`src/hw/clock_enables.sv`:
```
`timescale 1ns/1ns

module clock_enables #(
	parameter int CPU_DIV = 48
) (
	input  logic clk_sys,
	input  logic turbo_i,
	output logic ce_f1_o,
	output logic ce_f2_o,
	output logic ce_pit_o,
	output logic ce_pix_p_o,
	output logic ce_pix_n_o
);
	localparam int PH_W    = $clog2(CPU_DIV);
	localparam int PIX_DIV = 12;

	logic [3:0]      pix_cnt = '0;
	logic [PH_W-1:0] phase   = '0;
	logic            turbo   = 1'b0;

	// 16 MHz pixel enables, half a period apart
	always_ff @(posedge clk_sys) begin
		if (pix_cnt == 4'(PIX_DIV - 1)) begin
			pix_cnt <= '0;
		end else begin
			pix_cnt <= pix_cnt + 4'd1;
		end
		ce_pix_p_o <= (pix_cnt == 4'd0);
		ce_pix_n_o <= (pix_cnt == 4'(PIX_DIV / 2));
	end

	// CPU phases, turbo only switches at the wrap
	always_ff @(posedge clk_sys) begin
		if (phase == PH_W'(CPU_DIV - 1)) begin
			phase <= '0;
			turbo <= turbo_i;
		end else begin
			phase <= phase + PH_W'(1);
		end
		ce_f1_o  <= (phase == '0) | (turbo & (phase == PH_W'(CPU_DIV / 2)));
		ce_f2_o  <= (phase == PH_W'(CPU_DIV / 4)) | (turbo & (phase == PH_W'(3 * CPU_DIV / 4)));
		ce_pit_o <= (phase == '0);
	end

endmodule

```
`config.mk`:
```
export PLATFORM = sky130hd
export DESIGN_NAME = clock_enables
export DESIGN_NICKNAME = d
export VERILOG_FILES = /design/src/hw/clock_enables.sv
export SDC_FILE = /design/constraint.sdc
export NUM_CORES = 1
export LEC_CHECK = 0
export ABC_CLOCK_PERIOD_IN_PS = 2200
export BUFFER_PORTS_ARGS = -buffer_cell sky130_fd_sc_hd__buf_2
export CORE_UTILIZATION = 48
export DETAILED_ROUTE_END_ITERATION = 10
export GPL_ROUTABILITY_DRIVEN = 0
export PLACE_DENSITY = 0.67
export SKIP_CTS_REPAIR_TIMING = 1
export SYNTH_ARGS = -nofsm -noshare
export SYNTH_HDL_FRONTEND = slang
export SYNTH_SLANG_ARGS = --single-unit
export TNS_END_PERCENT = 100
```
`constraint.sdc`:
```
create_clock -name clk_sys -period 2.2 [get_ports clk_sys]
set_clock_uncertainty 0.1 [all_clocks]
set_input_delay 0.22 -clock clk_sys [delete_from_list [all_inputs] [get_ports clk_sys]]
set_output_delay 0.22 -clock clk_sys [all_outputs]
set_load 0.01 [all_outputs]
```
==> results.json <==
{
  "synth_cell_types": 25,
  "power_mw": 0.447,
  "synth_xor_xnor_area_share_pct": 4.14,
  "rsz0062_at_grt": "false",
  "grt_max_degree": 10,
  "die_x_um": 38.4,
  "slew_headroom_pct": 76.4,
  "synth_top_area_share_pct": 47.3,
  "rr_endpoint": "turbo",
  "cts_max_path_buffers": 2,
  "syn2layout_area_growth_pct": 13.2,
  "yosys.area_share.simple_pct": 22.9,
  "layout_common_cells": "dfxtp_1 (15), nor2_1 (6), buf_2 (6)",
  "clk_pin_slew_worst_paths_ns": 0.08,
  "cts_inserted_buffers": 3,
  "port_buffers": 6,
  "slew_viol_final": 0,
  "dr_total_vias": 412,
  "finalCritPeriodShare_pct": 67.9,
  "clockRootBuffer": "clkbuf_4",
  "hold_ws_ns": 0.373,
  "tightest_slew_ns": 0.353,
  "drive_gt1_share_pct": 19.7,
  "grtUsageTotal_pct": 15.1,
  "grt_pass1_wl_um": 1420,
  "dp_hpwl_um": 643,
  "wl_per_cell_um": 9.99,
  "clk_latency_ns": 0.27,
  "num_antenna_cells": 0,
  "design.final.nets": 79,
  "die_area_mm2": 0.00147,
  "worstPathArrival_ns": 1.34,
  "synth-compound-area-share_pct": 6.51,
  "p_leak_nw": 0.315,
  "setup_tns_ns": 0,
  "synth_cells": 60,
  "min_path_cells": 1,
  "setup_violations": 0,
  "first_global_vias": 344,
  "synthTopCellsByArea": "dfxtp_1 (47%), ha_1 (9.9%), edfxtp_1 (4.7%)",
  "timing.final.ws_setup_ns": 0.707,
  "cts_tree": "yes",
  "dr.pass1.iters": 1,
  "maxCapViolCount": 0,
  "coreArea_mm2": 0.00117,
  "fmax_mhz": 670,
  "powerDensity_mw_per_mm2": 622,
  "core.rowCount": 12,
  "synth_nets": 67,
  "vdd.ir_drop.worst_mv": 0.438,
  "antenna_found_initial": 0,
  "worstSetupPathType": "reg -> reg",
  "wl_um": 849,
  "synth_top_family_by_area": "simple AND/OR/NAND/NOR gates",
  "vias_per_cell": 4.85,
  "worstSetupStartpointType": "flop",
  "start_util_pct": 54.2,
  "cp-end-kind": "flop",
  "min_to": "phase[0]",
  "preCtsSetupSlack_ns": 0.713,
  "yosys-mux-area-fraction_pct": 1.58,
  "grt_overflow": 0,
  "crit_required_ns": 2.05,
  "synth_top_area_cell": "dfxtp_1",
  "multi_input_area_um2": 285,
  "final_common_cell": "dfxtp_1",
  "drc": 0,
  "syn-cell-area_um2": 634,
  "cts_sinks": 16,
  "ys_seq_elements": 16,
  "path_max_fanout": 5,
  "hp-class": "reg -> reg",
  "reg2reg_slack_ns": 0.71,
  "seqCellArea_um2": 330,
  "reg2reg_from": "phase[0]",
  "status": "finished clean",
  "cts_max_level": 1,
  "final_hold_viol_count": 0,
  "fp.dieH_um": 38.4,
  "fill_cells": 99,
  "antenna_left": 0,
  "yosysWarnings": 0,
  "syn_avg_cell_area_um2": 10.6,
  "io_pins": 7,
  "fin_crit_ns": 1.49,
  "initialDrtViolationCount": 0,
  "r2r_cells": 3,
  "seq_area_frac_synth_pct": 52.1,
  "min_from": "phase[0]",
  "utilization_pct": 61.3,
  "synth_adder_area_share_pct": 9.86
}
==> cell usage after synthesis (all sizes together) <==
cell     n
dfxtp   15
nor2     6
ha       5
inv      5
nand2    3
nand3    3
o21ai    3
nor2b    2
nor3b    2
xnor2    2
a21o     1
a21oi    1
a22o     1
and3     1
and3b    1
and4b    1
and4bb   1
edfxtp   1
mux2i    1
nand2b   1
nand3b   1
nor3     1
or3      1
xor2     1
==> worst max-delay path by stage <==
stage | endpoint | slack, ns | cells after the start | start
6_report | turbo | 0.71 | 3 | phase[0]
5_1_grt | turbo | 0.65 | 3 | phase[0]
4_1_cts | turbo | 0.70 | 3 | phase[0]
3_5_place_dp | turbo | 0.71 | 3 | phase[0]
3_3_place_gp | turbo | 0.74 | 3 | phase[0]
2_1_floorplan | turbo | 0.82 | 3 | phase[0]
==> per-layer routing <==
metal	wire length (µm)	track usage, %	part of all wire [%]	vias up
li1	-	-	-	224
met1	452	20.3	53	177
met2	352	19.9	41	11
met3	44	10.5	5.2	0
met4	0	2.59	0	0
met5	0	0	0	-
==> through the flow <==
step,cell area [µm²],std cells
after floorplan,634,60
after global placement,682,80
after detailed placement,682,80
after CTS,708,84
after global routing,718,85
final,718,85
==> kinds of logic after synthesis <==
family | after synthesis
AOI/OAI and AO/OA | 6
DFF | 16
buffers and inverters | 5
xor gates and xnor gates | 3
and+or+nand+nor | 24
muxes | 1
adders and majority gates | 5
==> registers in the layout, indices dropped and copies added, names as in the netlist <==
name,flops
ce_pix_n_o,1
turbo,1
pix_cnt,4
phase,6
ce_pit_o,1
ce_pix_p_o,1
ce_f1_o,1
ce_f2_o,1
==> report_power, final <==
group          internal (mW)  switching, mW
logic                0.00176       0.000426
clock network         0.0703         0.0824
registers              0.292              0
==> final cells by class <==
class                           count  area share [%]
Clock buffer                        4            3.66
Inverter                            5            2.61
Multi-Input combinational cell     39            39.7
Sequential cell                    16            46.0
Tap cell                           14            2.44
Timing Repair Buffer                7            5.57
==> worst max-delay path, stage by stage (launching register included) <==
cell     delay (ns)
dfxtp_1        0.38
ha_1           0.20
nand3_1        0.14
nor3b_2        0.36
(Power assumes the default switching activity.)
