## src/hw/spmx_pkg.sv

```systemverilog
package spmx_pkg;

	// Machine models
	typedef enum logic [1:0] {
		MODEL_ORIGINAL = 2'd0,
		MODEL_MX_DISK  = 2'd1,
		MODEL_MX       = 2'd2
	} model_e;

	localparam int ADDR_W     = 16;
	localparam int RAM_ADDR_W = 19;
	localparam int RAM_BYTES  = 393216;
	localparam int PAGE_W     = 4;

	localparam logic [PAGE_W-1:0] ROM_PAGE = 4'd1;

	// Monitor banks in 4 KiB units
	localparam logic [7:0] MON_ORIGINAL    = 8'h1C;
	localparam logic [7:0] MON_MX          = 8'h1D;
	localparam logic [7:0] MON_MX_DISK_ALT = 8'h0C;

	localparam logic [7:0] PALETTE_RESET = 8'hF0;
	localparam logic [7:0] JMP_OPCODE    = 8'hC3;

	// Erase walk, skips the ROM page
	localparam logic [RAM_ADDR_W-1:0] ERASE_START = 19'h1FFFF;
	localparam logic [RAM_ADDR_W-1:0] ERASE_MASK  = 19'h7FFFF;
	localparam logic [RAM_ADDR_W-1:0] ERASE_END   = 19'h10000;

	typedef struct packed {
		logic [ADDR_W-1:0] addr;
		logic [7:0]        wdata;
		logic              wr_n;
		logic              rd;
	} cpu_bus_t;

	typedef struct packed {
		logic [RAM_ADDR_W-1:0] addr;
		logic [7:0]            data;
		logic                  we;
	} fill_port_t;

	typedef struct packed {
		logic ppi1;
		logic ppi2;
		logic pit;
		logic page;
		logic palette;
		logic base;
	} dev_sel_t;

	typedef struct packed {
		logic       mx;
		logic       mxd;
		logic [7:0] mon;
	} mode_t;

endpackage

```

## src/hw/model_reset.sv

```systemverilog
`timescale 1ns/1ns

module model_reset (
	input  logic             clk_sys,
	input  logic             reset_i,
	input  logic             cold_reset_i,
	input  logic             key_reset_i,
	input  logic             key_alt_i,
	input  logic             erasing_i,
	input  spmx_pkg::model_e model_i,
	output logic             sys_reset_o,
	output spmx_pkg::mode_t  mode_o
);
	import spmx_pkg::*;

	logic sys_ready;
	logic cold_q;
	logic hold;

	assign hold = reset_i | ~sys_ready | key_reset_i | erasing_i;

	// Ready after the first release of the cold reset
	always_ff @(posedge clk_sys) begin
		cold_q <= cold_reset_i;
		if (reset_i) begin
			sys_ready <= 1'b0;
		end else if (cold_q & ~cold_reset_i) begin
			sys_ready <= 1'b1;
		end
	end

	// Model is only sampled while the machine sits in reset
	always_ff @(posedge clk_sys) begin
		if (hold) begin
			sys_reset_o <= 1'b1;
			mode_o.mx   <= (model_i != MODEL_ORIGINAL);
			mode_o.mxd  <= (model_i == MODEL_MX_DISK) & ~key_alt_i;
			if (model_i == MODEL_ORIGINAL) begin
				mode_o.mon <= MON_ORIGINAL;
			end else if ((model_i == MODEL_MX_DISK) && key_alt_i) begin
				// Alt boot into the diskless monitor
				mode_o.mon <= MON_MX_DISK_ALT;
			end else begin
				mode_o.mon <= MON_MX;
			end
		end else begin
			sys_reset_o <= 1'b0;
		end
	end

endmodule

```

## config.mk

```make
export PLATFORM = sky130hd
export DESIGN_NAME = model_reset
export DESIGN_NICKNAME = d
export VERILOG_FILES = /design/src/hw/spmx_pkg.sv /design/src/hw/model_reset.sv
export SDC_FILE = /design/constraint.sdc
export NUM_CORES = 1
export LEC_CHECK = 0
export BUFFER_PORTS_ARGS = -buffer_cell sky130_fd_sc_hd__buf_2
export CORE_AREA = 2 2 39 41
export DETAILED_ROUTE_END_ITERATION = 8
export DIE_AREA = 0 0 41 43
export PLACE_DENSITY = 0.51
export SETUP_SLACK_MARGIN = 0.2
export SKIP_LAST_GASP = 1
export SYNTH_ARGS = -nofsm -noshare
export SYNTH_HDL_FRONTEND = slang
export SYNTH_SLANG_ARGS = --single-unit
export TNS_END_PERCENT = 10
```

## constraint.sdc

```tcl
create_clock -name clk_sys -period 2.1 [get_ports clk_sys]
set_input_delay 0.105 -clock clk_sys [delete_from_list [all_inputs] [get_ports clk_sys]]
set_output_delay 0.105 -clock clk_sys [all_outputs]
set_load 0.1 [all_outputs]
```

==> flow_summary.yaml <==
status:
  status: "complete, no violations"
global_routing:
  pin_count_of_the_biggest_net_entering_global_routing: 6
  first_pass_grt_wire_length_um: 669
  grt_pass1_vias: 187
  grt_antenna_before_repair: 0
  grt_overflow: 0
  grt_util_all_layers_pct: 6.75
sta:
  clock-skew-final_ns: 0.00388
  setup_viol_count_final: 0
  setup_repair_after_global_routing_missed_its_margin: "no"
  finalHoldViolCount: 0
  report.final.slew_viol_count: 0
  setup-tns-final_ns: 0
  layout_min_cycle_time_ns: 1.26
  fmaxAchievable_mhz: 791
  period_share_pct: 60.2
  setup_slack_ns: 0.835
  hold_slack_ns: 0.0268
flow_run:
  drv_cap: 0
route:
  drtAntennaViolNets: 0
  vias_per_cell: 3.53
  drtPass1Iterations: 1
  remaining_drc_errors: 0
  detail_route.wl_per_cell_um: 7.98
  violation_count_after_the_first_detailed_route_iteration: 0
  detailroute.via_count: 194
  finalWirelength_um: 439
pwr:
  fin_total_pwr_uw: 374
  peakVddDrop_v: 0.000168
  power.leakage_nw: 0.171
  power.density_cell_area_nw_per_um2: 999
die:
  initial_utilization_pct: 20.8
  die_h_um: 43
  chipWidth_um: 41
  design.die.area_um2: 1760
  floorplan.rows: 14
  core-area_um2: 1380
  design.portCount: 19
clocking:
  post_cts_hold_buffer_count: 1
  resize_count_post_cts: 0
  clkSlewWorstSetupHoldPaths_ns: 0.05
  cts_made_buffers: 3
  cts_max_path_buffers: 2
  cts_max_level: 1
  clk-insertion-delay-late_ns: 0.25
  clock_tree.root_cell: "sky130_fd_sc_hd__clkbuf_4"
  tritoncts_clock_tree: "built"
  post-cts-setup-buffer-count: 0
  clock_sink_count: 7
hold_path:
  timing.hold.worst.class: "in2reg"
final_layout:
  finalNetCount: 48
  antennaDiodeCount: 0
  synthToLayoutAreaGrowth_pct: 30.0
  share_of_cells_above_drive_strength_1_pct: 41.0
  postLayoutCoreUtil_pct: 27.0
setup_path:
  start_kind: "register"
  critical_path_arrival_ns: 1.22
  endpoint_kind: "register"
  worst-path-max-fanout: 5
  cp.required_ns: 2.06
  timing.setup.critical_path_class: "reg2reg"
logic_synthesis:
  synth_cells: 24
  number_of_distinct_library_cells_after_synthesis: 12
  mappedNetlistArea_um2: 288
  yosysSeqAreaShare_pct: 62.6
  synth.ff_latch_count: 7
  synth-warning-count: 0
  postSynthAreaPerCell_um2: 12.0
placement:
  place.port_buffers: 12
  dp_slack_ns: 0.845
  finalWeightedCongestion: 0.531
  place_hpwl_um: 368
==> sequential cells by signal, indices dropped and copies added (netlist names) <==
register	count
cold_q	1
mode_o	4
sys_ready	1
sys_reset_o	1
==> per-stage QoR <==
step | cells | cell area, µm²
after floorplan | 28 | 303
after global placement | 50 | 338
after detailed placement | 50 | 338
after CTS | 55 | 374
after global routing | 55 | 374
final | 55 | 374
==> path summary, 6_finish.rpt <==
check	cells after the start	startpoint	slack, ns	endpoint
max	2	sys_ready	0.84	mode_o[8]
max reg2reg	2	sys_ready	0.84	mode_o[8]
min reg2reg	2	sys_ready	0.44	sys_ready
min	2	reset_i	0.03	sys_ready
==> cell families (layout without fill, tap and decap cells) <==
| kind of cell | after synthesis | count (layout) | share of synthesized area, % |
|---|---|---|---|
| buf+inv | 8 | 19 | 18.3 |
| other cells | 2 | 6 | 2.61 |
| simple gates | 5 | 5 | 12.2 |
| compound gates | 2 | 2 | 4.35 |
| flops | 7 | 7 | 62.6 |
==> Yosys cell counts <==
cell | count | area share, %
sky130_fd_sc_hd__buf_4 | 6 | 16
sky130_fd_sc_hd__edfxtp_1 | 4 | 42
sky130_fd_sc_hd__dfxtp_1 | 3 | 21
sky130_fd_sc_hd__conb_1 | 2 | 2.6
sky130_fd_sc_hd__inv_1 | 2 | 2.6
sky130_fd_sc_hd__a21o_1 | 1 | 2.6
sky130_fd_sc_hd__a21oi_1 | 1 | 1.7
sky130_fd_sc_hd__nand2b_1 | 1 | 2.2
sky130_fd_sc_hd__nand3b_1 | 1 | 2.6
sky130_fd_sc_hd__nor3b_1 | 1 | 2.6
sky130_fd_sc_hd__or2_2 | 1 | 2.2
sky130_fd_sc_hd__or4_1 | 1 | 2.6
==> layout make-up <==
type | count | area [µm²]
fill | 160 | 1010
clock buffer | 4 | 26.3
sequential | 7 | 180
timing repair buffer | 13 | 70.1
inverter | 2 | 7.51
multi-input combinational | 13 | 70.1
tap | 16 | 20.0
==> routing by layer <==
metal	track usage (%)	vias up	part of all wire, %
met5	0	-	0
met4	12.0	0	4.6
met3	1.57	2	12
met2	10.3	12	58
met1	4.22	85	26
li1	-	95	-
==> cell usage in the layout, fill, tap and decap left out, drive strengths merged <==
master       Yosys  final
nand3b           1      1
a21oi            1      1
or2              1      1
clkbuf           0      4
dfxtp            3      3
dlygate4sd3      0      1
edfxtp           4      4
a21o             1      1
buf              6     12
inv              2      2
nor3b            1      1
conb             2      6
or4              1      1
nand2b           1      1
==> critical path: stages, from the launching register on <==
cell and delay, ns:
sky130_fd_sc_hd__dfxtp_1 0.30, sky130_fd_sc_hd__inv_1 0.04, sky130_fd_sc_hd__or4_1 0.64
==> where the power goes <==
part	total (mW)	internal, mW	switching, mW
clock network	0.120	0.0724	0.0473
logic	0.101	0.0125	0.0880
registers	0.153	0.152	0.00141
(Power assumes the default switching activity.)
