--- src/hw/spmx_pkg.sv ---
package spmx_pkg;

	// Machine models
	typedef enum logic [1:0] {
		MODEL_ORIGINAL = 2'd0,
		MODEL_MX_DISK  = 2'd1,
		MODEL_MX       = 2'd2
	} model_e;

	localparam int ADDR_W     = 16;
	localparam int RAM_ADDR_W = 19;
	localparam int RAM_BYTES  = 393216;
	localparam int PAGE_W     = 4;

	localparam logic [PAGE_W-1:0] ROM_PAGE = 4'd1;

	// Monitor banks in 4 KiB units
	localparam logic [7:0] MON_ORIGINAL    = 8'h1C;
	localparam logic [7:0] MON_MX          = 8'h1D;
	localparam logic [7:0] MON_MX_DISK_ALT = 8'h0C;

	localparam logic [7:0] PALETTE_RESET = 8'hF0;
	localparam logic [7:0] JMP_OPCODE    = 8'hC3;

	// Erase walk, skips the ROM page
	localparam logic [RAM_ADDR_W-1:0] ERASE_START = 19'h1FFFF;
	localparam logic [RAM_ADDR_W-1:0] ERASE_MASK  = 19'h7FFFF;
	localparam logic [RAM_ADDR_W-1:0] ERASE_END   = 19'h10000;

	typedef struct packed {
		logic [ADDR_W-1:0] addr;
		logic [7:0]        wdata;
		logic              wr_n;
		logic              rd;
	} cpu_bus_t;

	typedef struct packed {
		logic [RAM_ADDR_W-1:0] addr;
		logic [7:0]            data;
		logic                  we;
	} fill_port_t;

	typedef struct packed {
		logic ppi1;
		logic ppi2;
		logic pit;
		logic page;
		logic palette;
		logic base;
	} dev_sel_t;

	typedef struct packed {
		logic       mx;
		logic       mxd;
		logic [7:0] mon;
	} mode_t;

endpackage

--- src/hw/address_decoder.sv ---
`timescale 1ns/1ns

module address_decoder (
	input  spmx_pkg::cpu_bus_t cpu_bus_i,
	input  spmx_pkg::mode_t    mode_i,
	input  logic               romp_i,
	input  logic [7:0]         ram_rdata_i,
	input  logic [7:0]         dev_rdata_i,
	output spmx_pkg::dev_sel_t sel_o,
	output logic               rom_sel_o,
	output logic [7:0]         cpu_din_o
);
	import spmx_pkg::*;

	typedef enum logic [3:0] {
		WIN_RAM,
		WIN_ROM,
		WIN_BASE,
		WIN_PPI1,
		WIN_PPI2,
		WIN_PIT,
		WIN_PAL,
		WIN_PAGE,
		WIN_FF
	} win_e;

	win_e              win;
	logic [ADDR_W+2:0] key;

	assign key = {mode_i.mx, mode_i.mxd, romp_i, cpu_bus_i.addr};

	// --------------------------------------
	// Window table, first match wins
	// --------------------------------------
	always_comb begin
		casez (key)
			// MX with disk, ROM page active
			19'b11_1_0???_????_????_????: win = WIN_ROM;
			19'b11_1_10??_????_????_????: win = WIN_ROM;
			// MX without disk
			19'b10_1_0000_????_????_????: win = WIN_ROM;
			19'b10_?_1100_????_????_????: win = WIN_ROM;
			// MX device area at FFC0
			19'b1?_?_1111_1111_110?_????: win = WIN_BASE;
			19'b1?_?_1111_1111_1110_00??: win = WIN_PPI1;
			19'b1?_?_1111_1111_1110_01??: win = WIN_PPI2;
			19'b1?_?_1111_1111_1110_11??: win = WIN_PIT;
			19'b1?_?_1111_1111_1111_10??: win = WIN_PAL;
			19'b1?_?_1111_1111_1111_11??: win = WIN_PAGE;
			// Floppy registers and the empty slot
			19'b1?_?_1111_1111_1110_10??,
			19'b1?_?_1111_1111_1111_0???: win = WIN_FF;
			// Original
			19'b0?_1_0000_????_????_????: win = WIN_ROM;
			19'b0?_?_1100_????_????_????: win = WIN_ROM;
			19'b0?_?_1111_0???_????_????: win = WIN_PPI2;
			19'b0?_?_1111_1???_????_????: win = WIN_PPI1;
			default: win = WIN_RAM;
		endcase
	end

	// Selects and read byte
	always_comb begin
		sel_o.ppi1    = (win == WIN_PPI1);
		sel_o.ppi2    = (win == WIN_PPI2);
		sel_o.pit     = (win == WIN_PIT);
		sel_o.palette = (win == WIN_PAL);
		sel_o.page    = (win == WIN_PAGE);
		// Plain RAM is direct mapped while the ROM page is active
		sel_o.base    = (win == WIN_BASE) | ((win == WIN_RAM) & romp_i);
		rom_sel_o     = (win == WIN_ROM);
		case (win)
			WIN_RAM, WIN_ROM, WIN_BASE: cpu_din_o = ram_rdata_i;
			WIN_PPI1, WIN_PPI2, WIN_PIT: cpu_din_o = dev_rdata_i;
			default: cpu_din_o = 8'hFF;
		endcase
	end

endmodule

--- config.mk ---
export PLATFORM = sky130hd
export DESIGN_NAME = address_decoder
export DESIGN_NICKNAME = d
export VERILOG_FILES = /design/src/hw/spmx_pkg.sv /design/src/hw/address_decoder.sv
export SDC_FILE = /design/constraint.sdc
export NUM_CORES = 1
export LEC_CHECK = 0
export BUFFER_PORTS_ARGS = -buffer_cell sky130_fd_sc_hd__buf_2
export CAP_MARGIN = 20
export CORE_MARGIN = 4
export CORE_UTILIZATION = 21
export DETAILED_ROUTE_END_ITERATION = 16
export PLACE_DENSITY = 0.87
export SYNTH_ARGS = -nofsm -noshare
export SYNTH_HDL_FRONTEND = slang
export SYNTH_SLANG_ARGS = --single-unit
--- constraint.sdc ---
create_clock -name vclk -period 0.85
set_input_delay 0.0425 -clock vclk [all_inputs]
set_output_delay 0.0425 -clock vclk [all_outputs]
set_load 0.01 [all_outputs]
==> impl_results.md <==
* Startpoint types: input pin
* Layout area overhead at 165%
* Vias/cell at 4.79
* CP Capture Type: output port
* Period utilisation layout at 1.39
* Share of post-route cells with drive strength above 1 at 0.747
* Synth Net Count at 93
* CP max stage delay at 0.30 ns
* Max-slew violation count at 0
* # hold bufs at CTS at 0
* Crit path DAT at 1.14 ns
* Combinational power share at 1.000
* Placer Congestion at 0.809
* Max Fclk at 848 MHz
* Switching Fraction at 0.426
* # rows at 12
* RSZ-0062 raised after global routing: true
* Req. time, crit path at 0.81 ns
* Core Area at 0.00117 mm2
* Synthesized area at 275 um2
* Register area at 0 um2
* Count of nets after finishing at 154
* IO buf count at 48
* Synth warn at 0
* Setup_tns at -3.93 ns
* First-pass GRT wire length at 2130 um
* Setup CP Type: in -> out
* Count of final hold-check violations at 0
* Failing checks: negative setup slack
* Max VDD drop at 0.195 mV
* Top-count cell post-synth: o22a_1
* Total Routed Length at 1360 um
* Status: finished, violations left
* Cell Int Power at 166 uW
* Initial antenna violation count at 0
* Post-synth top area cell: o22a_1
* CP max stage cell: nor3_1
* Setup Viol. Count Final at 15
* Tightest Pin Transition at 0.370 ns
* Clock Power Share at 0
* Syn Area/Cell at 6.88 um2
* Largest cells by area after synthesis: o22a_1 25%, nand4_4 7.7%, nor4_4 7.7%, nor3_1 7.3%, nand2_1 6.8%
* Num sequential at 0
* Vias in the first global route at 540
* Hold path depth at 3
* Vias at 541
* Initial Util at 0.235
* IO Pins at 68
* Final-layout clock buffer total at 0
* Die width at 44.2 um
* Final WS setup at -0.329 ns
* HPWL Detailed at 1190 um
* Worst path cell trace: buf_6, nand4_1, nor3_1, a21oi_2, o22a_1, buf_2
* Total GRT Usage at 0.136
* # fillers at 106
* Pin count of the biggest net entering global routing at 10
* Leakage Power at 0.000357 uW
* Net Switching at 123 uW
* Max-capacitance violation count at 0
* Pre-CTS setup slack at -0.352 ns
* Antenna viol nets, final at 0
* Post-synth top cells: 8 x o22a_1, 5 x nand2_1, 4 x nor3_1, 3 x nor2_1
* Number of antenna diodes at 0
* CP Depth at 6
* Cells after Synth at 40
* Grt ovf at 0
* DR iter-0 viols at 4
* Hold Path Class: in -> out
* Yosys cell types at 21
* Worst Path Buf+Inv at 2
* Slew headroom at 0.753
* Post-DR wirelength/cell at 12.0 um
* Chip height at 44.2 um
* Die outline area at 0.00195 mm2
* Sequential share of the synthesized area at 0
* Top cell type's share of synthesized area at 0.255
* CP top delay family: simple AND/OR/NAND/NOR gates
* Worst-path maximum fanout at 8
* First-pass DRT Iterations at 2
* Sequential Power Share at 0
* Power Density at 397 mW/mm2
* Min cycle time layout at 1.18 ns
* DRC at 0
* Area of the multi-input gates at 327 um2
## layout make-up
type / instances / share of cell area
Inverter: 2 / 0.0103
Multi-Input combinational cell: 38 / 0.448
Tap cell: 14 / 0.0241
Timing Repair Buffer: 59 / 0.517
## power by group through the flow
stage | logic [uW] | registers, uW | clock network (uW)
3_3_place_gp | 240 | 0 | 0
5_1_grt | 315 | 0 | 0
2_1_floorplan | 87.0 | 0 | 0
6_report | 289 | 0 | 0
4_1_cts | 287 | 0 | 0
3_5_place_dp | 247 | 0 | 0
## worst min-delay path, stage by stage
cell and delay [ns]:
buf_2 0.08, o22a_1 0.10, buf_2 0.12
## stage by stage
step           utilization  area (um2)  hold slack (ns)  total power (uW)  std cells
2_1_floorplan            -         304            0.118              87.0         40
3_3_place_gp         0.544         637            0.372               240        112
3_5_place_dp         0.544         637            0.376               247        112
4_1_cts              0.618         723            0.379               287        113
5_1_grt              0.622         728            0.407               315        113
6_report             0.622         728            0.377               289        113
## layer usage
layer,global-route usage,share of wire,vias to the layer above
met1,0.129,0.32,242
met4,0.0120,0,0
li1,-,-,281
met3,0.0122,0.064,0
met2,0.308,0.61,18
met5,0,0,-
## path summary, 6_finish.rpt
kind	to	slack, ns	from
hold / removal	cpu_din_o[1]	0.38	ram_rdata_i[1]
setup / recovery	cpu_din_o[2]	-0.33	cpu_bus_i[19]
## cell usage in the layout, fill, tap and decap left out, drive strengths merged
cell type  instances
nand3              1
o22a               8
o21a               1
inv                2
o31ai              1
o21ai              1
a21oi              2
nor4               2
a21o               1
nand2b             2
nand2              5
a2111oi            1
nor3               4
nor2               4
nand4              2
or2                1
buf               59
a31o               1
or3                1
## kinds of logic (layout without fill, tap and decap cells)
group	Yosys count	in the layout	share of synthesized area
buffers and inverters	2	61	0.0273
and+or+nand+nor	22	22	0.518
AOI/OAI and AO/OA	16	16	0.455
## timing repair
action                     in CTS  in global routing
pin swaps                       3                  3
setup endpoints to repair      15                 15
buffers inserted                1                  1
resized for setup              18                  2
Power figures use the tool's default switching activity.
