## src/hw/spmx_pkg.sv

```systemverilog
package spmx_pkg;

	// Machine models
	typedef enum logic [1:0] {
		MODEL_ORIGINAL = 2'd0,
		MODEL_MX_DISK  = 2'd1,
		MODEL_MX       = 2'd2
	} model_e;

	localparam int ADDR_W     = 16;
	localparam int RAM_ADDR_W = 19;
	localparam int RAM_BYTES  = 393216;
	localparam int PAGE_W     = 4;

	localparam logic [PAGE_W-1:0] ROM_PAGE = 4'd1;

	// Monitor banks in 4 KiB units
	localparam logic [7:0] MON_ORIGINAL    = 8'h1C;
	localparam logic [7:0] MON_MX          = 8'h1D;
	localparam logic [7:0] MON_MX_DISK_ALT = 8'h0C;

	localparam logic [7:0] PALETTE_RESET = 8'hF0;
	localparam logic [7:0] JMP_OPCODE    = 8'hC3;

	// Erase walk, skips the ROM page
	localparam logic [RAM_ADDR_W-1:0] ERASE_START = 19'h1FFFF;
	localparam logic [RAM_ADDR_W-1:0] ERASE_MASK  = 19'h7FFFF;
	localparam logic [RAM_ADDR_W-1:0] ERASE_END   = 19'h10000;

	typedef struct packed {
		logic [ADDR_W-1:0] addr;
		logic [7:0]        wdata;
		logic              wr_n;
		logic              rd;
	} cpu_bus_t;

	typedef struct packed {
		logic [RAM_ADDR_W-1:0] addr;
		logic [7:0]            data;
		logic                  we;
	} fill_port_t;

	typedef struct packed {
		logic ppi1;
		logic ppi2;
		logic pit;
		logic page;
		logic palette;
		logic base;
	} dev_sel_t;

	typedef struct packed {
		logic       mx;
		logic       mxd;
		logic [7:0] mon;
	} mode_t;

endpackage

```

## src/hw/tape_loader.sv

```systemverilog
`timescale 1ns/1ns

module tape_loader #(
	parameter int ERASE_DIV_W = 6
) (
	input  logic                 clk_sys,
	input  logic                 force_erase_i,
	input  logic                 dl_active_i,
	input  logic [7:0]           dl_index_i,
	input  logic                 dl_wr_i,
	input  logic [24:0]          dl_addr_i,
	input  logic [7:0]           dl_data_i,
	output spmx_pkg::fill_port_t fill_o,
	output logic                 erasing_o
);
	import spmx_pkg::*;

	fill_port_t             stage;
	logic [15:0]            start_addr;
	logic [15:0]            body_addr;
	logic [RAM_ADDR_W-1:0]  erase_addr;
	logic [RAM_ADDR_W-1:0]  erase_next;
	logic [ERASE_DIV_W-1:0] erase_div;
	logic                   force_q = 1'b0;
	logic                   erasing = 1'b0;

	assign erase_next = (erase_addr + RAM_ADDR_W'(1)) & ERASE_MASK;
	assign erasing_o  = erasing;

	always_ff @(posedge clk_sys) begin
		stage.we <= 1'b0;
		fill_o   <= stage;

		if (dl_active_i) begin
			erasing <= 1'b0;
			if (dl_wr_i && (dl_index_i != 8'd0)) begin
				// --------------------------------------
				// Tape image, header then body
				// --------------------------------------
				case (dl_addr_i)
					25'd0: begin
						start_addr[7:0] <= dl_data_i;
						stage.addr      <= '0;
						stage.data      <= JMP_OPCODE;
						stage.we        <= 1'b1;
					end
					25'd1: begin
						start_addr[15:8] <= dl_data_i;
						stage.addr       <= RAM_ADDR_W'(1);
						stage.data       <= start_addr[7:0];
						stage.we         <= 1'b1;
					end
					25'd2: begin
						stage.addr <= RAM_ADDR_W'(2);
						stage.data <= start_addr[15:8];
						stage.we   <= 1'b1;
					end
					// End address byte, not needed
					25'd3: begin
						body_addr <= start_addr;
					end
					default: begin
						stage.addr <= RAM_ADDR_W'(body_addr);
						stage.data <= dl_data_i;
						stage.we   <= 1'b1;
						body_addr  <= body_addr + 16'd1;
					end
				endcase
			end
		end else begin
			force_q <= force_erase_i;
			if (force_erase_i & ~force_q) begin
				erase_addr <= ERASE_START;
				erase_div  <= ERASE_DIV_W'(1);
				erasing    <= 1'b1;
			end else if (erasing) begin
				// One zero byte per divider wrap
				erase_div <= erase_div + ERASE_DIV_W'(1);
				if (erase_div == '0) begin
					if (erase_next == ERASE_END) begin
						erasing <= 1'b0;
					end else begin
						erase_addr <= erase_next;
						stage.addr <= erase_next;
						stage.data <= 8'h00;
						stage.we   <= 1'b1;
					end
				end
			end
		end
	end

endmodule

```

## config.mk

```make
export PLATFORM = sky130hd
export DESIGN_NAME = tape_loader
export DESIGN_NICKNAME = d
export VERILOG_FILES = /design/src/hw/spmx_pkg.sv /design/src/hw/tape_loader.sv
export SDC_FILE = /design/constraint.sdc
export NUM_CORES = 1
export LEC_CHECK = 0
export ABC_CLOCK_PERIOD_IN_PS = 4000
export BUFFER_PORTS_ARGS = -buffer_cell sky130_fd_sc_hd__clkbuf_2
export CELL_PAD_IN_SITES_DETAIL_PLACEMENT = 1
export CELL_PAD_IN_SITES_GLOBAL_PLACEMENT = 2
export CORE_ASPECT_RATIO = 0.7
export CORE_MARGIN = 2
export CORE_UTILIZATION = 35
export DETAILED_ROUTE_END_ITERATION = 10
export GPL_TIMING_DRIVEN = 0
export PLACE_DENSITY = 0.84
export SKIP_LAST_GASP = 1
export SLEW_MARGIN = 0
export SYNTH_ARGS = -nofsm -noshare
export SYNTH_HDL_FRONTEND = slang
export SYNTH_SLANG_ARGS = --single-unit
```

## constraint.sdc

```tcl
create_clock -name clk_sys -period 4 [get_ports clk_sys]
set_input_delay 1.2 -clock clk_sys [delete_from_list [all_inputs] [get_ports clk_sys]]
set_output_delay 1.2 -clock clk_sys [all_outputs]
set_load 0.03 [all_outputs]
```

==> summary.txt <==
Setup path
  – CP cell instances: clkbuf_2 > nor4_1 > nand4_1 > nor2_1 > clkbuf_1 > nand2_1 > nor3_1
  – Critical path launch point: dl_addr_i[3]
  – WS Path Type: in -> reg
  – Worst EP required: 4.04 ns
  – Family with the most delay on the worst path: simple AND/OR/NAND/NOR gates
  – CP Depth: 7
  – Reg2Reg Launch Point: erase_addr[4]
  – Critical path arrival: approximately 3.5 ns
  – Slowest CP cell: nor3_1
  – Critical path peak fanout: 10
  – Cells on worst reg2reg path: 8
  – End of the critical path: start_addr[5]
  – RR Endpoint: stage[27]
  – Element type at the critical path start: input port
  – Reg-to-reg slack, setup: 0.65 ns
  – CP peak stage delay: between 0.9 and 1 ns
  – Buffers plus inverters on the worst setup path: 2
  – CP Capture Type: flip-flop

Run status
  – Outcome: finished, final reports clean

Power
  – Max VDD drop: 0.000242 V
  – Tot Pwr: 3.24 mW
  – Leakage power of the design: 2.32 nW
  – Pwr/cell area: 515 nW/um^2

Synth
  – Mux contribution to synthesized area: 1.06%
  – Synth Area in Compound Gates: 8.73%
  – Synthesized flop and latch total: 115
  – Post-synth cell types: 49
  – Post-synth EDFFs: between 80 and 90
  – Yosys warnings: 0
  – Sequential area share after synthesis: 63.4%
  – Post-Synthesis Cells: 429
  – Asr flop ratio synth: 0%
  – Syn Nets: 478
  – Most used DFF post-synth: edfxtp_1
  – Synth Cell Area: approximately 5000 sq um
  – XOR/XNOR share of the synthesized area: 5.64%
  – Simple-gate share of the synthesized area: 17.5%
  – Main combinational cell family by area after synthesis: simple AND/OR/NAND/NOR gates
  – Adder and majority gate portion of the synthesized area: 1.01%
  – Avg Cell Area, Syn: 11.6 sq um

GRT
  – Initial antenna violation count: 0
  – GRT Total Usage: 18.1%
  – First-pass GRT wire length: 21,000 um
  – Vias in the first global route: 3,915
  – Met2 Use GR: 27.2%
  – Largest net degree at the start of global routing: 17
  – GRT Max-Usage Layer: met2
  – M3 GR Usage: about 4.6%
  – Met1 Use GR: 25.1%
  – GRT Residual Overflow: 0

Final layout
  – Most common cell after layout, fill and taps aside: edfxtp_1
  – Finished Cell Area: 6300 sq um
  – Layout Nets: 570
  – Final non-filler cell total: 724
  – Number of diodes: 0
  – Layout cells sized above 1: 23.6%
  – Most frequent cells in the layout: 85 x edfxtp_1, 72 x clkbuf_2, 62 x nand2_1
  – P&R area growth vs syn: 26.8%

Placement
  – Routability cong.: ~0.84
  – DP Wirelength: 9300 um
  – Port bufs: 71
  – Cells after DPL: 692
  – Post-DP Area: 5630 sq um

Clock tree
  – Clk buf depth: 2
  – Clock sink count: ~120
  – CTS Hold Bufs: 0
  – Clk root buf: clkbuf_16
  – H-Tree Depth: 4
  – Post-CTS Setup Inserts: 0
  – Worst-Skew Late Latency: 0.43 ns
  – Post-CTS Resized: 0
  – CTS tree: built
  – Total CTS buffers: 17
  – Clk pin slew, worst setup/hold paths: 0.05 ns

Floorplanning
  – Ports: 74
  – Initial Util: between 30% and 40%
  – Die area: approximately 15,000 sq um
  – DIE WIDTH: between 100 and 150 um
  – Die Height: 104 um
  – Rows: 36
  – Core Area: 13,900 sq um

Timing
  – WHS: 0.326 ns
  – Clock period minus worst slack: between 3 and 4 ns
  – Setup TNS after final layout: 0 ns
  – Period utilisation layout: a little under 90%
  – Fmax: 285 MHz
  – Slew @ Worst Pin: roughly 1.2 ns
  – RSZ-0062 raised after global routing: no
  – Final Slew Violations: 0
  – Layout Skew: roughly 0.013 ns
  – Fin. Hold Viols: 0
  – # setup viols final: 0
  – Slew headroom: between 10% and 20%

Route
  – Drt first pass iters: 4
  – Vias/cell: between 5 and 6
  – Residual DRC: 0
  – Post-route ant nets: 0
  – DR vias: 3,677
  – Final wirelength: 12,900 um
  – WL/cell: ~18 um
  – Initial DRC Count: 256

Min path
  – Hold crit path type: reg -> reg
  – Hold Crit Start: stage[0]

Run
  – Max-Cap Viols: 0
## state kept, by name, indices dropped and copies added, names as in the netlist
signal      flops
erase_div       6
force_q         1
stage          28
erase_addr     19
erasing_o       1
body_addr      16
fill_o         28
start_addr     16
## layout make-up
type	instances	area [sq um]
clock buffers	23	498
multi-input cells	281	1710
well taps	190	238
fillers	1516	7610
plain buffers	16	70.1
flip-flops and latches	115	3150
inverters	17	63.8
clock inverters	9	174
repair buffers	73	398
## worst min-delay path by stage
stage	to	slack, ns	depth (start not counted)
3_5_place_dp	fill_o[0]	0.33	0
6_report	fill_o[0]	0.33	0
3_3_place_gp	fill_o[0]	0.31	0
5_1_grt	fill_o[0]	0.34	0
2_1_floorplan	fill_o[0]	0.31	0
4_1_cts	fill_o[0]	0.33	0
## power by group
group | internal, mW | leakage [nW] | switching, mW | total, mW
clock | 1.18 | 0.323 | 0.531 | 1.72
sequential | 1.33 | 1.05 | 0.0266 | 1.35
combinational | 0.0624 | 0.946 | 0.112 | 0.175
total | 2.57 | 2.32 | 0.670 | 3.24
## routing by layer
layer | part of all wire (%) | wire length (um)
met2 | 44 | 5690
met4 | 1.4 | 177
met3 | 5.7 | 737
met1 | 49 | 6340
met5 | 0 | 0
## per-stage QoR
step	util (%)	setup slack (ns)
3_5_place_dp	40.5	0.0634
2_1_floorplan	-	0.444
6_report	45.3	0.492
3_3_place_gp	40.0	-0.875
4_1_cts	45.3	0.477
5_1_grt	45.3	0.258
## cells in the mapped netlist (all sizes together), types with 2 or more instances
| library cell | number | area share, % |
|---|---|---|
| a21oi | 12 | 1.2 |
| edfxtp | 85 | 51 |
| o31ai | 3 | 0.65 |
| xor2 | 13 | 2.3 |
| nor3 | 7 | 0.81 |
| and2 | 4 | 0.50 |
| or3 | 2 | 0.35 |
| and3 | 3 | 0.38 |
| mux2i | 3 | 0.60 |
| nor4 | 15 | 1.9 |
| xnor2 | 19 | 3.3 |
| a211oi | 9 | 1.4 |
| o21ai | 30 | 3.0 |
| ha | 4 | 1.0 |
| clkbuf | 14 | 1.1 |
| nor2 | 38 | 2.9 |
| and4 | 2 | 0.38 |
| nor2b | 3 | 0.38 |
| buf | 2 | 0.33 |
| o22ai | 3 | 0.38 |
| inv | 17 | 1.3 |
| a31oi | 2 | 0.25 |
| a22oi | 4 | 0.60 |
| o32ai | 2 | 0.35 |
| nand3 | 19 | 2.2 |
| nand4 | 8 | 1.3 |
| mux2 | 2 | 0.45 |
| nand2 | 62 | 4.7 |
| dfxtp | 30 | 12 |
## kinds of logic (layout without fill, tap and decap cells)
family          after synthesis  after routing
compound gates               69             69
xor+xnor                     32             32
fa+ha+maj                     4              4
buf+inv                      33            138
flops                       115            115
mux                           5              5
simple gates                171            171
Power figures use the tool's default switching activity.
