**src/hw/spmx_pkg.sv**
```systemverilog
package spmx_pkg;

	// Machine models
	typedef enum logic [1:0] {
		MODEL_ORIGINAL = 2'd0,
		MODEL_MX_DISK  = 2'd1,
		MODEL_MX       = 2'd2
	} model_e;

	localparam int ADDR_W     = 16;
	localparam int RAM_ADDR_W = 19;
	localparam int RAM_BYTES  = 393216;
	localparam int PAGE_W     = 4;

	localparam logic [PAGE_W-1:0] ROM_PAGE = 4'd1;

	// Monitor banks in 4 KiB units
	localparam logic [7:0] MON_ORIGINAL    = 8'h1C;
	localparam logic [7:0] MON_MX          = 8'h1D;
	localparam logic [7:0] MON_MX_DISK_ALT = 8'h0C;

	localparam logic [7:0] PALETTE_RESET = 8'hF0;
	localparam logic [7:0] JMP_OPCODE    = 8'hC3;

	// Erase walk, skips the ROM page
	localparam logic [RAM_ADDR_W-1:0] ERASE_START = 19'h1FFFF;
	localparam logic [RAM_ADDR_W-1:0] ERASE_MASK  = 19'h7FFFF;
	localparam logic [RAM_ADDR_W-1:0] ERASE_END   = 19'h10000;

	typedef struct packed {
		logic [ADDR_W-1:0] addr;
		logic [7:0]        wdata;
		logic              wr_n;
		logic              rd;
	} cpu_bus_t;

	typedef struct packed {
		logic [RAM_ADDR_W-1:0] addr;
		logic [7:0]            data;
		logic                  we;
	} fill_port_t;

	typedef struct packed {
		logic ppi1;
		logic ppi2;
		logic pit;
		logic page;
		logic palette;
		logic base;
	} dev_sel_t;

	typedef struct packed {
		logic       mx;
		logic       mxd;
		logic [7:0] mon;
	} mode_t;

endpackage

```
**src/hw/mx_control_ports.sv**
```systemverilog
`timescale 1ns/1ns

module mx_control_ports (
	input  logic                            clk_sys,
	input  logic                            reset_i,
	input  logic                            load_i,
	input  spmx_pkg::cpu_bus_t              cpu_bus_i,
	input  spmx_pkg::mode_t                 mode_i,
	input  spmx_pkg::dev_sel_t              sel_i,
	input  logic                            rom_sel_i,
	output logic                            romp_o,
	output logic [7:0]                      palette_o,
	output logic [spmx_pkg::RAM_ADDR_W-1:0] ram_addr_o,
	output logic                            ram_we_o
);
	import spmx_pkg::*;

	logic [PAGE_W-1:0] page;
	logic              wr_n_q;
	logic              wr_fall;

	assign wr_fall = wr_n_q & ~cpu_bus_i.wr_n;
	assign romp_o  = (page == ROM_PAGE);

	always_ff @(posedge clk_sys) begin
		if (reset_i) begin
			wr_n_q <= 1'b1;
		end else begin
			wr_n_q <= cpu_bus_i.wr_n;
		end
	end

	// --------------------------------------
	// Page register
	// --------------------------------------
	always_ff @(posedge clk_sys) begin
		if (reset_i) begin
			page <= ROM_PAGE;
		end else if (load_i) begin
			page <= '0;
		end else begin
			if (wr_fall & sel_i.page & mode_i.mxd) begin
				case (cpu_bus_i.addr[1:0])
					2'b00: page <= '0;
					2'b01: page <= PAGE_W'(2) + PAGE_W'(cpu_bus_i.wdata[2:0]);
					default: page <= ROM_PAGE;
				endcase
			end
			// Upper half fetch drops back to page 0
			if (~(mode_i.mx & mode_i.mxd) & cpu_bus_i.addr[15]) begin
				page <= '0;
			end
		end
	end

	// Palette register
	always_ff @(posedge clk_sys) begin
		if (reset_i | load_i) begin
			palette_o <= PALETTE_RESET;
		end else if (wr_fall & sel_i.palette) begin
			palette_o <= cpu_bus_i.wdata;
		end
	end

	// --------------------------------------
	// RAM address mapping
	// --------------------------------------
	always_comb begin
		if (mode_i.mxd && !sel_i.base) begin
			ram_addr_o = RAM_ADDR_W'({page, cpu_bus_i.addr});
		end else if (!mode_i.mxd && rom_sel_i) begin
			ram_addr_o = RAM_ADDR_W'({mode_i.mon, cpu_bus_i.addr[11:0]});
		end else begin
			ram_addr_o = RAM_ADDR_W'(cpu_bus_i.addr);
		end
	end

	assign ram_we_o = ~cpu_bus_i.wr_n & ~rom_sel_i;

endmodule

```
**config.mk**
```make
export PLATFORM = sky130hd
export DESIGN_NAME = mx_control_ports
export DESIGN_NICKNAME = d
export VERILOG_FILES = /design/src/hw/spmx_pkg.sv /design/src/hw/mx_control_ports.sv
export SDC_FILE = /design/constraint.sdc
export NUM_CORES = 1
export LEC_CHECK = 0
export BUFFER_PORTS_ARGS = -buffer_cell sky130_fd_sc_hd__buf_2
export CORE_AREA = 2 2 62 47
export CTS_CLUSTER_DIAMETER = 50
export DETAILED_ROUTE_END_ITERATION = 16
export DIE_AREA = 0 0 64 49
export PLACE_DENSITY = 0.72
export SLEW_MARGIN = 20
export SYNTH_ARGS = -nofsm -noshare
export SYNTH_HDL_FRONTEND = slang
export SYNTH_SLANG_ARGS = --single-unit
```
**constraint.sdc**
```tcl
create_clock -name clk_sys -period 0.85 [get_ports clk_sys]
set_input_delay 0.0425 -clock clk_sys [delete_from_list [all_inputs] [get_ports clk_sys]]
set_output_delay 0.0425 -clock clk_sys [all_outputs]
set_load 0.1 [all_outputs]
```
==> results of run 1 <==
final cells by class:
type	count	area, sq um	share of cell area [%]
Tap cell	36	45.04	3.041
Timing Repair Buffer	59	634.4	42.82
Inverter	3	11.26	0.7601
Multi-Input combinational cell	52	464.2	31.33
Clock inverter	1	5.005	0.3378
Sequential cell	13	299.0	20.19
Clock buffer	3	22.52	1.520
flip-flops by register name (all words and copies together) (netlist names):
signal,flops
page,4
palette_o,8
wr_n_q,1
critical path: stages (launching register included):
cell	delay (ns)
dfxtp_2	0.34
nor4b_4	0.32
buf_12	0.21
metrics by stage:
stage	power (uW)	instance area [sq um]	cells	hold slack, ns
final	1792	1481	167	0.01318
after global placement	1386	1375	159	0.08568
after floorplan	1309	858.3	83	0.1119
after global routing	1874	1481	167	0.008597
after detailed placement	1398	1375	159	0.08568
after CTS	1807	1469	167	0.005815
worst max-delay path by stage:
stage                   start             end  slack [ns]  cells past startpoint
floorplan             page[3]          romp_o       -0.60                      1
global placement    mode_i[8]  ram_addr_o[18]       -0.18                      5
detailed placement  mode_i[8]  ram_addr_o[18]       -0.21                      5
CTS                   page[3]          romp_o       -0.36                      2
global route          page[3]          romp_o       -0.40                      2
finish                page[3]          romp_o       -0.35                      2
timing repair:
action,CTS,global route
cloned,0,0
resized for setup,6,3
setup buffers,0,0
endpoints found under the hold margin,4,0
endpoints found under the setup margin,28,28
hold buffers,4,0
pin swaps,8,2
cells in the final DEF (no fill, tap or decap):
cell / netlist / final
a21oi_2: 0 / 2
inv_1: 3 / 3
and4b_2: 1 / 1
dfxtp_4: 0 / 9
buf_2: 0 / 29
mux2_4: 4 / 4
a21oi_1: 5 / 3
nand3b_1: 2 / 2
or2_2: 1 / 1
buf_6: 2 / 1
nand4b_1: 1 / 1
nand2_2: 0 / 1
dlygate4sd3_1: 0 / 4
nor2_4: 0 / 1
clkbuf_4: 0 / 3
ha_1: 1 / 1
clkinv_2: 0 / 1
nor2_1: 2 / 1
buf_4: 12 / 5
o22ai_4: 0 / 3
dfxtp_2: 0 / 4
nand2_4: 0 / 1
nor2b_1: 1 / 1
nand2b_4: 0 / 1
mux2i_1: 8 / 8
nand2_1: 12 / 10
nor3_1: 4 / 4
nand3_2: 0 / 2
nand2b_1: 2 / 1
a31o_1: 1 / 1
buf_12: 0 / 20
nor4b_4: 0 / 1
a211o_1: 1 / 1
power by group through the flow:
stage | registers (uW) | logic [uW] | clock network (uW)
floorplan | 679 | 630 | 0
global route | 616 | 823 | 435
finish | 614 | 792 | 387
CTS | 614 | 792 | 400
global placement | 630 | 755 | 0
detailed placement | 632 | 766 | 0
per-layer routing:
layer	vias up	share of wire, %
li1	371	-
met1	352	37
met2	25	54
met3	2	7.9
met4	0	0.97
met5	-	0
cells by family after synthesis:
group,synth area share [%]
compound gates,8.140
mux,18.61
buf+inv,16.94
fa+ha+maj,1.661
flops,34.55
simple gates,20.10
==> results.md, run 1 <==
* DPL Wire Length at between 1.5 and 2 mm
* Worst-Skew Late Latency at 0.28 ns
* Port Buffers at between 40 and 50
* Vias at 750
* Initial Util at between 20% and 30%
* Crit path max fanout at 2
* Largest net degree at the start of global routing at 9
* Top cell type's share of synthesized area at between 30 and 40%
* Unique cell type count in the Yosys netlist at 23
* Sequential share of the synthesized area at 34.55%
* Post-synth EDFFs at 0
* Dpl ws at -0.2055 ns
* Fin worst setup slack at -0.3476 ns
* RSZ-0062 raised after global routing: yes
* Io pins at 75
* Failing checks: setup timing
* CP arrival at around 1.2 ns
* Leakage power at approximately 0.00068 uW
* Worst-margin pin slew at between 0.3 and 0.4 ns
* Internal at between 1000 and 1500 uW
* Met1 Resource Use GR at around 15%
* Clock buffer depth at 2
* Iter 0 DRT Violations at 19
* Cell Rows at 16
* Sequential Power Share at between 30% and 40%
* Worst Setup Start Kind: flip-flop
* Status: finished with violations
* Share of cells above drive strength 1 at 68.70%
* Slew margin rel. at around 80%
* Pwr dens at between 1000 and 1500 mW/mm^2
* VDD IR max at around 0.51 mV
* GR Util met2 at a little over a quarter
* Crit Reg-Reg Startpoint: wr_n_q
* Sink Count at 13
* Fmax at between 800 and 900 MHz
* Chip Width at between 60 and 70 um
* Routed WL per cell at 12.90 um
* Worst hold stages at 2
* Top-count cell post-synth: dfxtp_1
* Worst R2R Setup Slack at -0.14 ns
* Worst EP required at roughly 0.81 ns
* NetSw at approximately 690 uW
* Clock share of power at a little over a fifth
* Switching Share at between 30% and 40%
* Root buf cell: clkbuf_4
* Final ANT Viol Nets at 0
* Via density at approximately 4.5
* Max Cap Violations at 0
* Synth Flop Type: dfxtp_1
* Commonest cells in the netlist: 13 x dfxtp_1, 12 x buf_4, 12 x nand2_1
* Final Skew at 0.007451 ns
* Yosys top cell by area: dfxtp_1
* Syn_area_per_cell at ~9.1 sq um
* Ys async rst share at 0%
* CP Capture Type: output pin
* Final nets at between 150 and 200
* Worst Hold Launch: cpu_bus_i[1]
* Util after Layout at a little under three fifths
* Min cycle time layout at ~1.2 ns
* Core ar. at ~0.0026 sq mm
* Mapped Area at approximately 750 sq um
* Crit Reg-Reg Endpoint: palette_o[0]
* Clock transition at path regs at 0.09 ns
* CTS tree: built
* Grt met3 use at between 5 and 6%
* Ys Warns at 0
* Die Span Y at 49 um
* Logic pwr share at roughly 44%
* GRT Total Usage at 14.55%
* Global-route wire length before repair at around 3.5 mm
* Fin crit share at 140.9%
* Hold path endpoint: wr_n_q
* Htree depth at 1
* Synth area leaders: dfxtp_1 35%, buf_4 12%, mux2i_1 11%, mux2_4 8.0%, nand2_1 6.0%
* RePlAce Congestion at between 0.7 and 0.8
* Number of global-route vias before repair at between 800 and 900
* Gr ovfl total at 0
* Busiest grt layer: met2
* Drt pass-1 iters at 2
* Post-Synthesis Cells at 83
* Fillers at 218
* Initial antenna violation count at 0
* Hold Violations, Final at 0
* Area added between synthesis and finish at 96.68%
* Inserted Diodes at 0
* Final setup fails at 20
* HP Class: in2reg
* Die ar. at roughly 0.0031 sq mm
* DRC at 0
* Setup CP Type: reg2out
* Pins Over Slew Limit at 0
* Synthesis-stage register bit count at 13
* Total negative slack at -2.258 ns
* R2r worst-path depth at 4
* CTS buffer count at 3
* Syn nets at 130
* Routed wire length at 2.154 mm
No activity file was read; power rests on OpenSTA's default activity.
==> run 2, diff against run 1 <==
--- a/config.mk
+++ b/config.mk
@@ -7,6 +7,7 @@
 export LEC_CHECK = 0
 export BUFFER_PORTS_ARGS = -buffer_cell sky130_fd_sc_hd__buf_2
 export CORE_AREA = 2 2 62 47
+export CTS_BUF_LIST = sky130_fd_sc_hd__clkbuf_16
 export CTS_CLUSTER_DIAMETER = 50
 export DETAILED_ROUTE_END_ITERATION = 16
 export DIE_AREA = 0 0 64 49
==> run 2 against run 1 <==
Highest routed layer unchanged; die area stayed put; sequential cell count stayed put; design area increased by 1.1%; routed wire length rose by 0.93%; the flow still finishes with violations (setup timing); cell count down 2.4%; worst setup slack better by 0.050 ns; non-clock buffer count down 4; combinational power fell by 2%.
==> results.md, run 2 (synthesis results as in run 1) <==
* Status: finished with violations
* Failing checks: setup timing
* Pins Over Slew Limit at 0
* Core ar. at approximately 0.0026 sq mm
* Cell Rows at 16
* Internal at between 1500 and 2000 uW
* Critical path's slowest cell: dfxtp_2
* Crit Reg-Reg Startpoint: wr_n_q
* CP Capture Type: output pin
* Max Cap Violations at 0
* Worst Setup Start Kind: flip-flop
* CTS tree: built
* Drt pass-1 iters at 4
* Fin worst setup slack at -0.2972 ns
* Final nets at roughly 180
* Area added between synthesis and finish at 98.84%
* Slew margin rel. at 78.24%
* Non-filler instance count after layout at ~160
* Crit-path cells: nor4b_4, buf_12
* Final Skew at just under 0.003 ns
* Leakage power at approximately 0.00069 uW
* Clock share of power at 39.0%
* Sink Count at 13
* Total power at roughly 2300 uW
* Initial Util at between 20% and 30%
* Inserted Diodes at 0
* Sequential Power Share at 27.0%
* Routed wire length at approximately 2.2 mm
* Commonest non-fill, non-tap cell in the layout: buf_2
* Crit Reg-Reg Endpoint: palette_o[0]
* Port Buffers at 49
* Post-DP Area at 0.001375 sq mm
* Via density at 4.521
* Top reg by flops: palette_o
* Final setup fails at 16
* Routed WL per cell at around 13 um
* HP Class: in2reg
* Worst Hold Launch: cpu_bus_i[7]
* Die Span Y at 49 um
* GRT Total Usage at approximately 14%
* Worst R2R Setup Slack at -0.14 ns
* R2r worst-path depth at 4
* CP arrival at 1.10 ns
* Placed Cells at 159
* Top flop regs: palette_o (8), page (4), wr_n_q (1)
* Initial antenna violation count at 0
* Die ar. at 0.003136 sq mm
* Number of global-route vias before repair at just over 800
* Fmax at 871.7 MHz
* Worst-margin pin slew at roughly 0.33 ns
* Worst-Skew Late Latency at between 0.2 and 0.25 ns
* VDD IR max at ~0.92 mV
* Clock transition at path regs at approximately 0.05 ns
* Iter 0 DRT Violations at 15
* Most frequent cells in the layout: 29 x buf_2, 20 x buf_12, 10 x nand2_1
* Hold path endpoint: palette_o[5]
* Final ANT Viol Nets at 0
* # hold bufs at CTS at 0
* DRC at 0
* Crit path max fanout at 2
* RePlAce Congestion at between 0.7 and 0.8
* Worst hold stages at 3
* Logic pwr share at between 30% and 40%
* Io pins at 75
* Pwr dens at around 1500 mW/mm^2
* Root buf cell: clkbuf_16
* RSZ-0062 raised after global routing: yes
* Switching Share at around a third
* Htree depth at 1
* Hold Violations, Final at 0
* Fin crit share at 135.0%
* CTS buffer count at 3
* Crit path largest cell delay at between 0.3 and 0.4 ns
* NetSw at between 700 and 800 uW
* Gr ovfl total at 0
* Setup CP Type: reg2out
* Global-route wire length before repair at about 3.5 mm
* Share of cells above drive strength 1 at a little under three quarters
* Worst EP required at a little over 0.8 ns
* Max reg flops at 8
* Final Cell Area at about 0.0015 sq mm
* Largest net degree at the start of global routing at 9
* DPL Wire Length at about 1.7 mm
* Clock buffer depth at 2
* Chip Width at 64 um
* Min cycle time layout at approximately 1.1 ns
* Vias at about 740
run 2: cell types whose count changed in the layout (fill, tap and decap cells not counted), sizes merged:
cell         before  now
dlygate4sd3       4    0
run 2: metrics by stage:
step,setup TNS [ns],util [%],setup WS (ns),hold slack [ns]
detailed placement,-2.240,53.25,-0.2055,0.08568
global route,-2.881,57.99,-0.3303,0.02178
floorplan,-1.213,-,-0.6040,0.1119
CTS,-2.077,57.36,-0.3018,0.007595
finish,-2.046,57.99,-0.2972,0.007978
global placement,-1.779,53.25,-0.1789,0.08568
run 2: power by group through the flow:
stage / sequential, uW / combinational (uW) / clock, uW
final: 617 / 779 / 891
after global placement: 630 / 755 / 0
after floorplan: 679 / 630 / 0
after detailed placement: 632 / 766 / 0
after CTS: 617 / 780 / 905
after global routing: 617 / 809 / 940
run 2: routing by layer:
metal | vias up | global-route usage, % | share of wire [%]
li1 | 362 | - | -
met5 | - | 0 | 0
met3 | 2 | 5.081 | 8.6
met4 | 0 | 5.072 | 0.55
met2 | 27 | 26.74 | 54
met1 | 346 | 14.99 | 37
run 2: worst max path at each step:
stage               startpoint  slack [ns]        endpoint
detailed placement   mode_i[8]       -0.21  ram_addr_o[18]
global route           page[3]       -0.33          romp_o
global placement     mode_i[8]       -0.18  ram_addr_o[18]
finish                 page[3]       -0.30          romp_o
CTS                    page[3]       -0.30          romp_o
floorplan              page[3]       -0.60          romp_o
run 2: worst max-delay path: cells and delay by family (launching register included):
family	cells	cell delay, ns
flip-flops	1	0.33
buffers and inverters	1	0.21
AND/OR/NAND/NOR	1	0.32
run 2: cell type report:
class | instances | area [sq um]
sequential | 13 | 299.0
timing repair buffer | 55 | 594.3
fill | 207 | 1085
multi-input combinational | 52 | 467.9
clock inverter | 1 | 5.005
inverter | 3 | 11.26
clock buffer | 3 | 75.07
tap | 36 | 45.04
run 2: what timing repair did:
item,CTS,global route
pin swaps,7,1
endpoints found under the setup margin,20,20
setup buffers,0,0
resized for setup,6,4
==> run 3, diff against run 2 <==
--- a/config.mk
+++ b/config.mk
@@ -6,12 +6,12 @@
 export NUM_CORES = 1
 export LEC_CHECK = 0
 export BUFFER_PORTS_ARGS = -buffer_cell sky130_fd_sc_hd__buf_2
-export CORE_AREA = 2 2 62 47
+export CORE_AREA = 2 2 59 44
 export CTS_BUF_LIST = sky130_fd_sc_hd__clkbuf_16
 export CTS_CLUSTER_DIAMETER = 50
 export DETAILED_ROUTE_END_ITERATION = 16
-export DIE_AREA = 0 0 64 49
-export PLACE_DENSITY = 0.72
+export DIE_AREA = 0 0 61 46
+export PLACE_DENSITY = 0.77
 export SLEW_MARGIN = 20
 export SYNTH_ARGS = -nofsm -noshare
 export SYNTH_HDL_FRONTEND = slang
==> constraint.sdc (replaced) <==
create_clock -name clk_sys -period 1.2 [get_ports clk_sys]
set_input_delay 0.06 -clock clk_sys [delete_from_list [all_inputs] [get_ports clk_sys]]
set_output_delay 0.06 -clock clk_sys [all_outputs]
set_load 0.1 [all_outputs]
==> run 3 against run 2 <==
The flow now finishes without violations; sequential power shrank 27%; worst setup slack gained 0.32 ns; combinational power shrank 36%; first-iteration DRC count grew 120%; via count shrank 0.95%; critical path depth is the same; critical path type unchanged; highest routed layer unchanged.
==> results.md, run 3 (synthesis results as in run 1) <==
* Drt pass-1 iters at 4
* Worst Hold Launch: cpu_bus_i[6]
* Worst-Skew Late Latency at 0.24 ns
* Largest net degree at the start of global routing at 9
* Initial Util at between 30% and 40%
* Fmax at ~850 MHz
* Initial antenna violation count at 0
* GRT Total Usage at about 16%
* Slew margin rel. at between 60% and 70%
* Worst hold stages at 3
* Crit path max fanout at 2
* RePlAce Congestion at 0.7969
* Die Span Y at roughly 46 um
* Die ar. at around 0.0028 sq mm
* Fillers at 213
* Inserted Diodes at 0
* Top reg by flops: palette_o
* R2r worst-path depth at 4
* Vias at 730
* Worst setup path startpoint: page[3]
* Port Buffers at slightly below 50
* Leakage power at about 0.0006 uW
* Pins Over Slew Limit at 0
* Worst-margin pin slew at around 0.49 ns
* Core ar. at about 0.0023 sq mm
* Crit Reg-Reg Startpoint: wr_n_q
* Top flop regs: palette_o (8), page (4), wr_n_q (1)
* Final Skew at 0.004066 ns
* Gr ovfl total at 0
* Pwr dens at roughly 1300 mW/mm^2
* Non-filler instance count after layout at between 150 and 200
* HP Class: in2reg
* Worst Setup Start Kind: flip-flop
* Chip Width at a little over 60 um
* Share of cells above drive strength 1 at between 60% and 70%
* Global-route wire length before repair at ~3.2 mm
* Number of global-route vias before repair at 730
* Placed Cells at about 160
* Fin crit share at just under 100%
* CP arrival at approximately 1.1 ns
* VDD IR max at 0.7569 mV
* Routed WL per cell at around 13 um
* Max reg flops at 8
* Clock buffer depth at 2
* Final ANT Viol Nets at 0
* Cell Rows at 15
* Final setup fails at 0
* Sink Count at 13
* Area added between synthesis and finish at 63.12%
* WHS at around 0.040 ns
* Setup CP Type: reg2out
* RSZ-0062 raised after global routing: yes
* Min cycle time layout at 1.180 ns
* Routed wire length at roughly 2.1 mm
* Hold Violations, Final at 0
* Root buf cell: clkbuf_16
* Htree depth at 1
* Most frequent cells in the layout: 41 x buf_2, 12 x nand2_1, 11 x dfxtp_2
* CP Capture Type: output pin
* Via density at approximately 4.6
* Io pins at 75
* Worst R2R Setup Slack at 0.18 ns
* Clock transition at path regs at 0.04 ns
* Commonest non-fill, non-tap cell in the layout: buf_2
* CTS buffer count at 3
* Final nets at between 150 and 200
* DRC at 0
* DPL Wire Length at roughly 1.8 mm
* Util after Layout at between 50 and 60%
* CTS tree: built
* Worst EP required at about 1.1 ns
* Max Cap Violations at 0
* Iter 0 DRT Violations at 33
* Status: finished clean
-- run 3: changes by cell type in the layout (fill, tap and decap cells not counted), sizes merged --
cell and change:
buf -2, inv +1, clkinv -1
-- run 3: repair_timing --
item                                   CTS  global route
setup buffers                            0             0
setup endpoints to repair                0             3
hold buffers                             0             0
resized for setup                        0             2
endpoints found under the hold margin    0             0
-- run 3: layout make-up --
class	count	area (sq um)	area share (%)
Clock inverter	1	3.754	0.3055
Multi-Input combinational cell	52	426.7	34.72
Timing Repair Buffer	53	395.4	32.18
Sequential cell	13	274.0	22.30
Clock buffer	3	75.07	6.110
Tap cell	34	42.54	3.462
Inverter	3	11.26	0.9165
-- run 3: metrics by stage --
stage / cell area (sq um) / setup TNS (ns) / setup slack (ns) / total power [uW]
2_1_floorplan: 824.5 / -0.2715 / -0.2715 / 939.9
3_3_place_gp: 1146 / 0 / 0.07581 / 943.6
3_5_place_dp: 1146 / 0 / 0.03454 / 953.3
4_1_cts: 1225 / 0 / 0.002478 / 1560
5_1_grt: 1229 / -0.01967 / -0.01967 / 1602
6_report: 1229 / 0 / 0.01952 / 1548
-- run 3: worst paths after layout --
| path | endpoint |
|---|---|
| setup / recovery | romp_o |
| hold / removal | palette_o[4] |
| setup reg to reg | palette_o[3] |
| hold reg to reg | palette_o[7] |
-- run 3: report_power, final --
part	internal (uW)	leakage (uW)	total [uW]	switching [uW]
combinational	178	0.000447	495	317
clock	438	0.0000423	603	166
sequential	444	0.000107	450	6.16
total	1060	0.000597	1550	489
-- run 3: per-layer routing --
layer	vias up	share of wire, %	GRT usage, %
met5	-	0	0
met4	0	2.3	6.522
met3	6	7.1	3.693
met2	38	49	27.96
met1	326	41	19.22
li1	360	-	-
-- run 3: worst max-delay path: stages (launching register included) --
cell,delay (ns)
dfxtp_2,0.33
nor4b_4,0.33
buf_12,0.22
